**src/hw/decode_pkg.sv**
```systemverilog
// Shared widths, RV64 encodings, operation codes and control word structs for the decoder
package decode_pkg;

    localparam int instr_width  = 32;
    localparam int opcode_width = 7;
    localparam int funct3_width = 3;
    localparam int funct7_width = 7;
    localparam int fu_op_width  = 5;
    localparam int fe_exc_width = 2;

    typedef logic [instr_width-1:0]  instr_t;
    typedef logic [opcode_width-1:0] opcode_t;
    typedef logic [funct3_width-1:0] funct3_t;
    typedef logic [funct7_width-1:0] funct7_t;
    typedef logic [fu_op_width-1:0]  fu_op_t;
    typedef logic [fe_exc_width-1:0] fe_exc_code_t;
    typedef logic                    src1_sel_t;
    typedef logic                    src2_sel_t;
    typedef logic                    baddr_sel_t;

    // Major opcodes
    localparam opcode_t op_load     = 7'b0000011;
    localparam opcode_t op_misc_mem = 7'b0001111;
    localparam opcode_t op_imm      = 7'b0010011;
    localparam opcode_t op_auipc    = 7'b0010111;
    localparam opcode_t op_imm_32   = 7'b0011011;
    localparam opcode_t op_store    = 7'b0100011;
    localparam opcode_t op_op       = 7'b0110011;
    localparam opcode_t op_lui      = 7'b0110111;
    localparam opcode_t op_op_32    = 7'b0111011;
    localparam opcode_t op_branch   = 7'b1100011;
    localparam opcode_t op_jalr     = 7'b1100111;
    localparam opcode_t op_jal      = 7'b1101111;

    localparam funct7_t funct7_base   = 7'b0000000;
    localparam funct7_t funct7_alt    = 7'b0100000;
    localparam funct7_t funct7_muldiv = 7'b0000001;

    // Integer funct3
    localparam funct3_t f3_add_sub = 3'd0;
    localparam funct3_t f3_sll     = 3'd1;
    localparam funct3_t f3_slt     = 3'd2;
    localparam funct3_t f3_sltu    = 3'd3;
    localparam funct3_t f3_xor     = 3'd4;
    localparam funct3_t f3_srl_sra = 3'd5;
    localparam funct3_t f3_or      = 3'd6;
    localparam funct3_t f3_and     = 3'd7;

    // M extension funct3 without the MULH forms
    localparam funct3_t f3_mul  = 3'd0;
    localparam funct3_t f3_div  = 3'd4;
    localparam funct3_t f3_divu = 3'd5;
    localparam funct3_t f3_rem  = 3'd6;
    localparam funct3_t f3_remu = 3'd7;

    localparam funct3_t f3_jalr = 3'd0;
    localparam funct3_t f3_beq  = 3'd0;
    localparam funct3_t f3_bne  = 3'd1;
    localparam funct3_t f3_blt  = 3'd4;
    localparam funct3_t f3_bge  = 3'd5;
    localparam funct3_t f3_bltu = 3'd6;
    localparam funct3_t f3_bgeu = 3'd7;

    localparam funct3_t f3_lb  = 3'd0;
    localparam funct3_t f3_lh  = 3'd1;
    localparam funct3_t f3_lw  = 3'd2;
    localparam funct3_t f3_ld  = 3'd3;
    localparam funct3_t f3_lbu = 3'd4;
    localparam funct3_t f3_lhu = 3'd5;
    localparam funct3_t f3_lwu = 3'd6;

    localparam funct3_t f3_sb = 3'd0;
    localparam funct3_t f3_sh = 3'd1;
    localparam funct3_t f3_sw = 3'd2;
    localparam funct3_t f3_sd = 3'd3;

    localparam funct3_t f3_fence   = 3'd0;
    localparam funct3_t f3_fence_i = 3'd1;

    // Int pipe ops
    localparam fu_op_t int_op_add       = 5'b00000;
    localparam fu_op_t int_op_sll       = 5'b00001;
    localparam fu_op_t int_op_slt       = 5'b00010;
    localparam fu_op_t int_op_sltu      = 5'b00011;
    localparam fu_op_t int_op_xor       = 5'b00100;
    localparam fu_op_t int_op_srl       = 5'b00101;
    localparam fu_op_t int_op_or        = 5'b00110;
    localparam fu_op_t int_op_and       = 5'b00111;
    localparam fu_op_t int_op_sub       = 5'b01000;
    localparam fu_op_t int_op_sra       = 5'b01101;
    localparam fu_op_t int_op_pass_src2 = 5'b01111;

    // Mul and long pipe ops
    localparam fu_op_t mul_op_mul  = 5'b00000;
    localparam fu_op_t mul_op_div  = 5'b00001;
    localparam fu_op_t mul_op_divu = 5'b00010;
    localparam fu_op_t mul_op_rem  = 5'b00011;
    localparam fu_op_t mul_op_remu = 5'b00100;

    // Ctrl pipe ops
    localparam fu_op_t ctrl_op_beq  = 5'b00000;
    localparam fu_op_t ctrl_op_bne  = 5'b00001;
    localparam fu_op_t ctrl_op_blt  = 5'b00010;
    localparam fu_op_t ctrl_op_bge  = 5'b00011;
    localparam fu_op_t ctrl_op_bltu = 5'b00100;
    localparam fu_op_t ctrl_op_bgeu = 5'b00101;
    localparam fu_op_t ctrl_op_jal  = 5'b00110;
    localparam fu_op_t ctrl_op_jalr = 5'b00111;

    // Mem pipe ops
    localparam fu_op_t mem_op_lb     = 5'b00000;
    localparam fu_op_t mem_op_lh     = 5'b00001;
    localparam fu_op_t mem_op_lw     = 5'b00010;
    localparam fu_op_t mem_op_ld     = 5'b00011;
    localparam fu_op_t mem_op_lbu    = 5'b00100;
    localparam fu_op_t mem_op_lhu    = 5'b00101;
    localparam fu_op_t mem_op_lwu    = 5'b00110;
    localparam fu_op_t mem_op_sb     = 5'b01000;
    localparam fu_op_t mem_op_sh     = 5'b01001;
    localparam fu_op_t mem_op_sw     = 5'b01010;
    localparam fu_op_t mem_op_sd     = 5'b01011;
    localparam fu_op_t mem_op_fencei = 5'b10000;

    localparam src1_sel_t  src1_is_rs1  = 1'b0;
    localparam src1_sel_t  src1_is_pc   = 1'b1;
    localparam src2_sel_t  src2_is_rs2  = 1'b0;
    localparam src2_sel_t  src2_is_imm  = 1'b1;
    localparam baddr_sel_t baddr_is_pc  = 1'b0;
    localparam baddr_sel_t baddr_is_rs1 = 1'b1;

    localparam fe_exc_code_t fe_exc_access_fault = 2'd0;
    localparam fe_exc_code_t fe_exc_page_fault   = 2'd1;
    localparam fe_exc_code_t fe_exc_itlb_miss    = 2'd2;

    // 24-bit control word with the MSB first
    typedef struct packed {
        logic       instr_v;
        logic       pipe_ctrl_v;
        logic       pipe_int_v;
        logic       pipe_mem_v;
        logic       pipe_mul_v;
        logic       pipe_long_v;
        logic       irf_w_v;
        logic       dcache_r_v;
        logic       dcache_w_v;
        logic       mem_v;
        logic       serial_v;
        logic       opw_v;
        fu_op_t     fu_op;
        src1_sel_t  src1_sel;
        src2_sel_t  src2_sel;
        baddr_sel_t baddr_sel;
        logic       illegal_instr;
        logic       instr_access_fault;
        logic       instr_page_fault;
        logic       itlb_miss;
    } decode_s;

    typedef struct packed {
        logic    hit;
        logic    illegal;
        decode_s ctrl;
    } unit_result_s;

endpackage

```
**src/hw/decode_ctrl.sv**
```systemverilog
// Combinational decoder for JAL, JALR and conditional branches into the ctrl pipe
`timescale 1ns/1ps

module decode_ctrl (
    input  decode_pkg::instr_t       instr,
    output decode_pkg::unit_result_s res
);

    decode_pkg::opcode_t opcode;
    decode_pkg::funct3_t funct3;

    assign opcode = instr[6:0];
    assign funct3 = instr[14:12];

    always_comb begin
        res = '0;
        case (opcode)
            decode_pkg::op_jal: begin
                res.hit              = 1'b1;
                res.ctrl.pipe_ctrl_v = 1'b1;
                res.ctrl.irf_w_v     = 1'b1;
                res.ctrl.fu_op       = decode_pkg::ctrl_op_jal;
                res.ctrl.baddr_sel   = decode_pkg::baddr_is_pc;
            end
            decode_pkg::op_jalr: begin
                res.hit              = 1'b1;
                res.illegal          = (funct3 != decode_pkg::f3_jalr);
                res.ctrl.pipe_ctrl_v = 1'b1;
                res.ctrl.irf_w_v     = 1'b1;
                res.ctrl.fu_op       = decode_pkg::ctrl_op_jalr;
                res.ctrl.baddr_sel   = decode_pkg::baddr_is_rs1;
            end
            decode_pkg::op_branch: begin
                res.hit              = 1'b1;
                res.ctrl.pipe_ctrl_v = 1'b1;
                res.ctrl.baddr_sel   = decode_pkg::baddr_is_pc;
                case (funct3)
                    decode_pkg::f3_beq:  res.ctrl.fu_op = decode_pkg::ctrl_op_beq;
                    decode_pkg::f3_bne:  res.ctrl.fu_op = decode_pkg::ctrl_op_bne;
                    decode_pkg::f3_blt:  res.ctrl.fu_op = decode_pkg::ctrl_op_blt;
                    decode_pkg::f3_bge:  res.ctrl.fu_op = decode_pkg::ctrl_op_bge;
                    decode_pkg::f3_bltu: res.ctrl.fu_op = decode_pkg::ctrl_op_bltu;
                    decode_pkg::f3_bgeu: res.ctrl.fu_op = decode_pkg::ctrl_op_bgeu;
                    default:             res.illegal    = 1'b1;
                endcase
            end
            default: ;
        endcase
    end

endmodule

```
**src/hw/decode_int.sv**
```systemverilog
// Combinational decoder for OP, OP-32, OP-IMM, OP-IMM-32, LUI and AUIPC with mul/div routing
`timescale 1ns/1ps

module decode_int (
    input  decode_pkg::instr_t       instr,
    output decode_pkg::unit_result_s res
);

    decode_pkg::opcode_t opcode;
    decode_pkg::funct3_t funct3;
    decode_pkg::funct7_t funct7;
    decode_pkg::funct7_t shift_f7;
    decode_pkg::fu_op_t  alu_op;
    logic                is_reg;
    logic                is_word;
    logic                alt;
    logic                f7_is_op;
    logic                f7_ok;
    logic                word_ok;
    logic                alu_ok;

    assign opcode  = instr[6:0];
    assign funct3  = instr[14:12];
    assign funct7  = instr[31:25];
    assign is_reg  = (opcode == decode_pkg::op_op) || (opcode == decode_pkg::op_op_32);
    assign is_word = (opcode == decode_pkg::op_op_32) || (opcode == decode_pkg::op_imm_32);

    // OP-IMM shifts use a 6-bit shamt, so bit 25 is not part of the function code
    assign shift_f7 = (opcode == decode_pkg::op_imm) ? {funct7[6:1], 1'b0} : funct7;
    assign alt      = (shift_f7 == decode_pkg::funct7_alt);

    always_comb begin
        case (funct3)
            decode_pkg::f3_add_sub: begin
                alu_op = (is_reg && alt) ? decode_pkg::int_op_sub : decode_pkg::int_op_add;
            end
            decode_pkg::f3_sll:  alu_op = decode_pkg::int_op_sll;
            decode_pkg::f3_slt:  alu_op = decode_pkg::int_op_slt;
            decode_pkg::f3_sltu: alu_op = decode_pkg::int_op_sltu;
            decode_pkg::f3_xor:  alu_op = decode_pkg::int_op_xor;
            decode_pkg::f3_or:   alu_op = decode_pkg::int_op_or;
            decode_pkg::f3_and:  alu_op = decode_pkg::int_op_and;
            default:             alu_op = alt ? decode_pkg::int_op_sra : decode_pkg::int_op_srl;
        endcase
    end

    // Upper bits are a function code for register ops and shifts, an immediate otherwise
    assign f7_is_op = is_reg || (funct3 == decode_pkg::f3_sll)
                      || (funct3 == decode_pkg::f3_srl_sra);
    assign f7_ok    = (shift_f7 == decode_pkg::funct7_base)
                      || (alt && ((funct3 == decode_pkg::f3_srl_sra)
                                  || (is_reg && funct3 == decode_pkg::f3_add_sub)));
    assign word_ok  = (funct3 == decode_pkg::f3_add_sub) || (funct3 == decode_pkg::f3_sll)
                      || (funct3 == decode_pkg::f3_srl_sra);
    assign alu_ok   = (~f7_is_op || f7_ok) && (~is_word || word_ok);

    always_comb begin
        res = '0;
        case (opcode)
            decode_pkg::op_op, decode_pkg::op_op_32, decode_pkg::op_imm,
            decode_pkg::op_imm_32: begin
                res.hit           = 1'b1;
                res.ctrl.opw_v    = is_word;
                res.ctrl.src1_sel = decode_pkg::src1_is_rs1;
                res.ctrl.src2_sel = is_reg ? decode_pkg::src2_is_rs2 : decode_pkg::src2_is_imm;
                if (is_reg && funct7 == decode_pkg::funct7_muldiv) begin
                    case (funct3)
                        decode_pkg::f3_mul:  res.ctrl.fu_op = decode_pkg::mul_op_mul;
                        decode_pkg::f3_div:  res.ctrl.fu_op = decode_pkg::mul_op_div;
                        decode_pkg::f3_divu: res.ctrl.fu_op = decode_pkg::mul_op_divu;
                        decode_pkg::f3_rem:  res.ctrl.fu_op = decode_pkg::mul_op_rem;
                        decode_pkg::f3_remu: res.ctrl.fu_op = decode_pkg::mul_op_remu;
                        default:             res.illegal    = 1'b1;
                    endcase
                    res.ctrl.pipe_mul_v  = (funct3 == decode_pkg::f3_mul);
                    // Divide and remainder write back out of band
                    res.ctrl.pipe_long_v = funct3[2];
                    res.ctrl.irf_w_v     = (funct3 == decode_pkg::f3_mul);
                end else begin
                    res.ctrl.pipe_int_v = 1'b1;
                    res.ctrl.irf_w_v    = 1'b1;
                    res.ctrl.fu_op      = alu_op;
                    res.illegal         = ~alu_ok;
                end
            end
            decode_pkg::op_lui: begin
                res.hit             = 1'b1;
                res.ctrl.pipe_int_v = 1'b1;
                res.ctrl.irf_w_v    = 1'b1;
                res.ctrl.fu_op      = decode_pkg::int_op_pass_src2;
                res.ctrl.src2_sel   = decode_pkg::src2_is_imm;
            end
            decode_pkg::op_auipc: begin
                res.hit             = 1'b1;
                res.ctrl.pipe_int_v = 1'b1;
                res.ctrl.irf_w_v    = 1'b1;
                res.ctrl.fu_op      = decode_pkg::int_op_add;
                res.ctrl.src1_sel   = decode_pkg::src1_is_pc;
                res.ctrl.src2_sel   = decode_pkg::src2_is_imm;
            end
            default: ;
        endcase
    end

endmodule

```
**src/hw/decode_mem.sv**
```systemverilog
// Combinational decoder for loads, stores, FENCE and FENCE.I into the mem pipe
`timescale 1ns/1ps

module decode_mem (
    input  decode_pkg::instr_t       instr,
    output decode_pkg::unit_result_s res
);

    decode_pkg::opcode_t opcode;
    decode_pkg::funct3_t funct3;

    assign opcode = instr[6:0];
    assign funct3 = instr[14:12];

    always_comb begin
        res = '0;
        case (opcode)
            decode_pkg::op_load: begin
                res.hit             = 1'b1;
                res.ctrl.pipe_mem_v = 1'b1;
                res.ctrl.mem_v      = 1'b1;
                res.ctrl.dcache_r_v = 1'b1;
                res.ctrl.irf_w_v    = 1'b1;
                case (funct3)
                    decode_pkg::f3_lb:  res.ctrl.fu_op = decode_pkg::mem_op_lb;
                    decode_pkg::f3_lh:  res.ctrl.fu_op = decode_pkg::mem_op_lh;
                    decode_pkg::f3_lw:  res.ctrl.fu_op = decode_pkg::mem_op_lw;
                    decode_pkg::f3_ld:  res.ctrl.fu_op = decode_pkg::mem_op_ld;
                    decode_pkg::f3_lbu: res.ctrl.fu_op = decode_pkg::mem_op_lbu;
                    decode_pkg::f3_lhu: res.ctrl.fu_op = decode_pkg::mem_op_lhu;
                    decode_pkg::f3_lwu: res.ctrl.fu_op = decode_pkg::mem_op_lwu;
                    default:            res.illegal    = 1'b1;
                endcase
            end
            decode_pkg::op_store: begin
                res.hit             = 1'b1;
                res.ctrl.pipe_mem_v = 1'b1;
                res.ctrl.mem_v      = 1'b1;
                res.ctrl.dcache_w_v = 1'b1;
                case (funct3)
                    decode_pkg::f3_sb: res.ctrl.fu_op = decode_pkg::mem_op_sb;
                    decode_pkg::f3_sh: res.ctrl.fu_op = decode_pkg::mem_op_sh;
                    decode_pkg::f3_sw: res.ctrl.fu_op = decode_pkg::mem_op_sw;
                    decode_pkg::f3_sd: res.ctrl.fu_op = decode_pkg::mem_op_sd;
                    default:           res.illegal    = 1'b1;
                endcase
            end
            decode_pkg::op_misc_mem: begin
                res.hit = 1'b1;
                case (funct3)
                    // Memory is already ordered, so FENCE issues nothing
                    decode_pkg::f3_fence: ;
                    decode_pkg::f3_fence_i: begin
                        res.ctrl.pipe_mem_v = 1'b1;
                        res.ctrl.dcache_w_v = 1'b1;
                        res.ctrl.serial_v   = 1'b1;
                        res.ctrl.fu_op      = decode_pkg::mem_op_fencei;
                    end
                    default: res.illegal = 1'b1;
                endcase
            end
            default: ;
        endcase
    end

endmodule

```
**src/hw/instr_decoder.sv**
```systemverilog
// Top-level registered decoder merging the unit decoders with illegal and fault override
`timescale 1ns/1ps

module instr_decoder (
    input  logic                      clk_i,
    input  logic                      reset,
    input  logic                      in_v,
    input  decode_pkg::instr_t        instr,
    input  logic                      fe_exc_v,
    input  decode_pkg::fe_exc_code_t  fe_exc_code,
    output logic                      out_v,
    output decode_pkg::decode_s       decode
);

    decode_pkg::unit_result_s int_res;
    decode_pkg::unit_result_s ctrl_res;
    decode_pkg::unit_result_s mem_res;
    decode_pkg::decode_s      merged;
    decode_pkg::decode_s      decode_n;
    logic                     any_hit;
    logic                     is_illegal;

    decode_int u_decode_int (
        .instr (instr),
        .res   (int_res)
    );

    decode_ctrl u_decode_ctrl (
        .instr (instr),
        .res   (ctrl_res)
    );

    decode_mem u_decode_mem (
        .instr (instr),
        .res   (mem_res)
    );

    // Units that miss drive zeros, so a plain OR picks the owner
    assign merged     = int_res.ctrl | ctrl_res.ctrl | mem_res.ctrl;
    assign any_hit    = int_res.hit | ctrl_res.hit | mem_res.hit;
    assign is_illegal = ~any_hit | int_res.illegal | ctrl_res.illegal | mem_res.illegal;

    always_comb begin
        decode_n         = merged;
        decode_n.instr_v = 1'b1;
        // Front-end fault wins over an illegal encoding
        if (fe_exc_v) begin
            decode_n = '0;
            case (fe_exc_code)
                decode_pkg::fe_exc_access_fault: decode_n.instr_access_fault = 1'b1;
                decode_pkg::fe_exc_page_fault:   decode_n.instr_page_fault   = 1'b1;
                decode_pkg::fe_exc_itlb_miss:    decode_n.itlb_miss          = 1'b1;
                default: ;
            endcase
        end else if (is_illegal) begin
            decode_n               = '0;
            decode_n.illegal_instr = 1'b1;
        end
    end

    always_ff @(posedge clk_i) begin
        if (reset) begin
            out_v  <= 1'b0;
            decode <= '0;
        end else begin
            out_v <= in_v;
            // Hold the last word when no strobe arrives
            if (in_v) begin
                decode <= decode_n;
            end
        end
    end

endmodule

```
**config.mk**
```make
export PLATFORM = sky130hd
export DESIGN_NAME = instr_decoder
export DESIGN_NICKNAME = d
export VERILOG_FILES = /design/src/hw/decode_pkg.sv /design/src/hw/decode_ctrl.sv /design/src/hw/decode_int.sv /design/src/hw/decode_mem.sv /design/src/hw/instr_decoder.sv
export SDC_FILE = /design/constraint.sdc
export NUM_CORES = 1
export LEC_CHECK = 0
export BUFFER_PORTS_ARGS = -buffer_cell sky130_fd_sc_hd__buf_4
export CAP_MARGIN = 40
export CORE_MARGIN = 1.5
export CORE_UTILIZATION = 50
export CTS_CLUSTER_DIAMETER = 40
export DETAILED_ROUTE_END_ITERATION = 8
export HOLD_SLACK_MARGIN = 0.15
export PLACE_DENSITY = 0.89
export SYNTH_ARGS = -nofsm -noshare
export SYNTH_HDL_FRONTEND = slang
export SYNTH_HIERARCHICAL = 1
export SYNTH_SLANG_ARGS = --single-unit
```
**constraint.sdc**
```tcl
create_clock -name clk_i -period 4.8 [get_ports clk_i]
set_input_delay 0.72 -clock clk_i [delete_from_list [all_inputs] [get_ports clk_i]]
set_output_delay 0.72 -clock clk_i [all_outputs]
set_load 0.1 [all_outputs]
```
# Word level (Yosys, flattened, before mapping)
# Cells that the tools add are included.
[classes]
n_bitwise = 11
n_mul = 0
n_shift = 0
order_cmp = 0
n_div = 0
reduce_logical = 30
n_eq_ne = 23
mux = 47
add_sub_neg = 0
[op_table]
columns = ["cell", "n"]
rows = [
  ["$mux W24", 2],
  ["$eq A7 B6 Y1 const B", 5],
  ["$pmux W5 S7", 1],
  ["$pmux W5 S3", 2],
  ["$mux W1", 23],
  ["$or A22 B23 Y23", 1],
  ["$or A23 B21 Y23", 1],
  ["$eq A7 B5 Y1 const B", 3],
  ["$eq A7 B7 Y1 const B", 3],
  ["$pmux W3 S6", 1],
  ["$pmux W4 S4", 1],
  ["$pmux W3 S5", 1],
  ["$eq A3 B3 Y1 const B", 4],
  ["$pmux W1 S2", 6],
  ["$pmux W3 S4", 1],
  ["$reduce_or A6 Y1", 2],
  ["$logic_or A1 B1 Y1", 10],
  ["$mux W5", 2],
  ["$pmux W5 S2", 1],
  ["$mux W4", 2],
  ["$reduce_or A2 Y1", 4],
  ["$reduce_or A4 Y1", 2],
  ["$eq A7 B1 Y1 const B", 1],
  ["$eq A7 B2 Y1 const B", 1],
  ["other kinds (17)", 31],
]
[totals]
latch_bits = 0
reg_bits = 25
n_memories = 0
out_inout_bits = 25
mem_bits_rw = 0
mem_bits_ro = 0

# Depth between registers and ports, before layout
[logic_depth]
depth_word = 16
ltp_mapped = 10
ltp_nobuf = 8

# Modules after synthesis
# Netlist, hierarchy kept.
[modules_own_cells]
columns = ["module", "instances", "area_per_inst_um2", "cells_each"]
rows = [
  ["instr_decoder", 1, 1209.9, 115],
  ["decode_int", 1, 460.4, 69],
  ["decode_mem", 1, 275.3, 42],
  ["decode_ctrl", 1, 252.7, 35],
]

# Least setup slack after synthesis
# OpenSTA, ideal clock, no wires.
[synth_path]
path_type = "in2reg"
start = "input instr[12]"
end = "register decode[7] (netlist name)"
path_buffers = 2
path_stages = 10
arrival_time_ns = 2.569
slack_ns = 2.143
setup_time_ns = 0.088
t_required_ns = 4.712
cell_sequence = "buf_6 > or4b_4 > o21ai_2 > nand4_1 > o211ai_1 > a31oi_1 > nor3_4 > o311ai_4 > buf_6 > o32ai_2"
[synth_lines]
columns = ["item", "line_no", "source"]
rows = [
  ["start: declaration", "instr_decoder.sv:8", "input decode_pkg::instr_t instr,"],
  ["end signal: assignment", "instr_decoder.sv:69", "decode <= decode_n;"],
  ["end: declaration", "instr_decoder.sv:12", "output decode_pkg::decode_s decode"],
]

==> impl_metrics.yaml <==
worst_setup_path:
  path_max_fanout: 18
  timing.rr.start: "decode[0]"
  endpoint_kind: "flop"
  path_common_cell: "buf_4"
  worst_ep_arrival_time_ns: 3.05
  cp_cell_sequence: "buf_4, or4b_4, o21ai_2, nand4_1, o211ai_1, a31oi_1, nor3_4, o311ai_4, buf_4, o32ai_1"
  required_ns: 4.98
  critPathMaxStageDelay_ns: 0.52
  cp-start-kind: "input pin"
  path_class: "input pin to flop"
  cp_slowest_cell: "or4b_4"
  critPathLaunch: "instr[14]"
route:
  dr_wl_met2_um: 2090
  wl_met1_um: 2010
  vias_per_cell: 5.34
  dr_wl_met3_um: 242
  drt_iter0_drc: 50
  drt-pass1-iter-count: 4
  drc: 0
  finalWirelength_um: 4340
  num_vias: 1844
  highest_layer: "met4"
  ant_nets: 0
  routedWlPerCell_um: 12.6
power_and_ir_drop:
  pwr-share-comb: 0.262
  p_seq_frac: 0.463
  switchingPower_w: 0.000150
  p_int_w: 0.000309
  power.leakage_nw: 1.00
  clock_power_share: 0.275
  vdd_ir_drop_max_mv: 0.151
  p_per_area_mw_per_mm2: 189
  switching_share: 0.326
cts:
  clockBufferDepth: 2
  cts_tree: "yes"
  ctsHoldBuffers: 0
  clk_latency_ns: 0.27
  clockRootBuffer: "clkbuf_8"
  path_clk_slew_ns: 0.09
  cts_buffers: 3
  clock_sinks: 25
  cts_setup_buffers: 0
  cts-resized-gates: 0
  ctsHtreeMaxLevel: 1
yosys:
  synthesis.area_mm2: 0.00218
  synth_cells: 258
  synth_area_per_cell_um2: 8.43
  yosys_warnings: 6
place:
  io_buffers: 47
  hpwl_um: 3310
  dp_slack_ns: 1.64
  place_congestion: 0.880
global_route:
  grt_pass1_vias: 1640
  grt_pass1_wl_um: 7060
  grt_max_degree: 25
  grt.overflow.total: 0
  grt_usage: 0.190
  antenna_found_initial: 0
sta:
  post-route-min-period_ns: 2.87
  fmax_ghz: 0.348
  drv_slew: 0
  rsz0062_at_grt: "false"
  fin_setup_tns_ns: 0
  skew_ns: 0
  holdWs_ns: 0.487
  relSlewSlack: 0.524
  setup_viol: 0
  fin_crit_sh: 0.598
  setup_ws_ns: 1.93
  hold_violations: 0
  tightest_slew_ns: 0.713
floorplanning:
  start_util: 0.532
  die_area_mm2: 0.00476
  die_y_um: 69.0
  die_w_um: 69.0
  io_pins: 63
  rows: 23
  coreArea_mm2: 0.00409
finish:
  fin_util: 0.593
  layout_commonest_cell: "buf_4"
  drive_gt1_frac: 0.305
  area_delta_synth_final_pct: 11.4
  final_cell_mix: "48 x buf_4, 41 x conb_1, 31 x nand2_1"
  antenna_cells: 0
  nNetsFinal: 334
hold_path:
  min-delay-start: "decode[23]"
  hold_path_class: "flop to flop"
run_status:
  status: "completed"
run:
  drv_cap: 0
-- critical path, delay by kind of cell --
| family | cells | cell delay (ns) |
|---|---|---|
| AO/OA/AOI/OAI | 5 | 0.97 |
| AND/OR/NAND/NOR | 3 | 0.88 |
| buffers and inverters | 2 | 0.46 |
-- per-stage QoR --
step                cell area [um2]  power (W)  std cells
CTS                            2420   0.000462        345
global placement               2350   0.000331        340
detailed placement             2370   0.000336        341
floorplan                      2320   0.000320        296
global route                   2420   0.000480        345
finish                         2420   0.000459        345
-- power by group through the flow --
stage	clock [W]	sequential, W	combinational [W]
2_1_floorplan	0	0.000242	0.0000788
3_3_place_gp	0	0.000217	0.000114
3_5_place_dp	0	0.000217	0.000119
4_1_cts	0.000131	0.000212	0.000119
5_1_grt	0.000138	0.000213	0.000130
6_report	0.000126	0.000212	0.000120
-- flip-flops by register name, indices dropped and copies added, names as in the netlist --
signal  cells
decode     24
out_v       1
-- layer usage --
metal,global-route usage,vias up
li1,-,939
met5,0,-
met4,0.0172,0
met2,0.344,55
met3,0.0341,2
met1,0.243,848
-- final timing paths --
| path | cells past startpoint | slack, ns | to |
|---|---|---|---|
| max | 10 | 1.93 | decode[21] |
| min | 2 | 0.49 | decode[23] |
| max reg2reg | 2 | 4.05 | decode[0] |
| min reg2reg | 2 | 0.49 | decode[23] |
-- area by class of cell --
type / instances / area (um2)
inverter: 6 / 22.5
timing repair buffer: 49 / 388
tap: 50 / 62.6
multi-input combinational: 211 / 1400
clock buffer: 3 / 41.3
clock inverter: 1 / 7.51
fill: 376 / 1660
sequential: 25 / 500
Power figures use the tool's default switching activity.
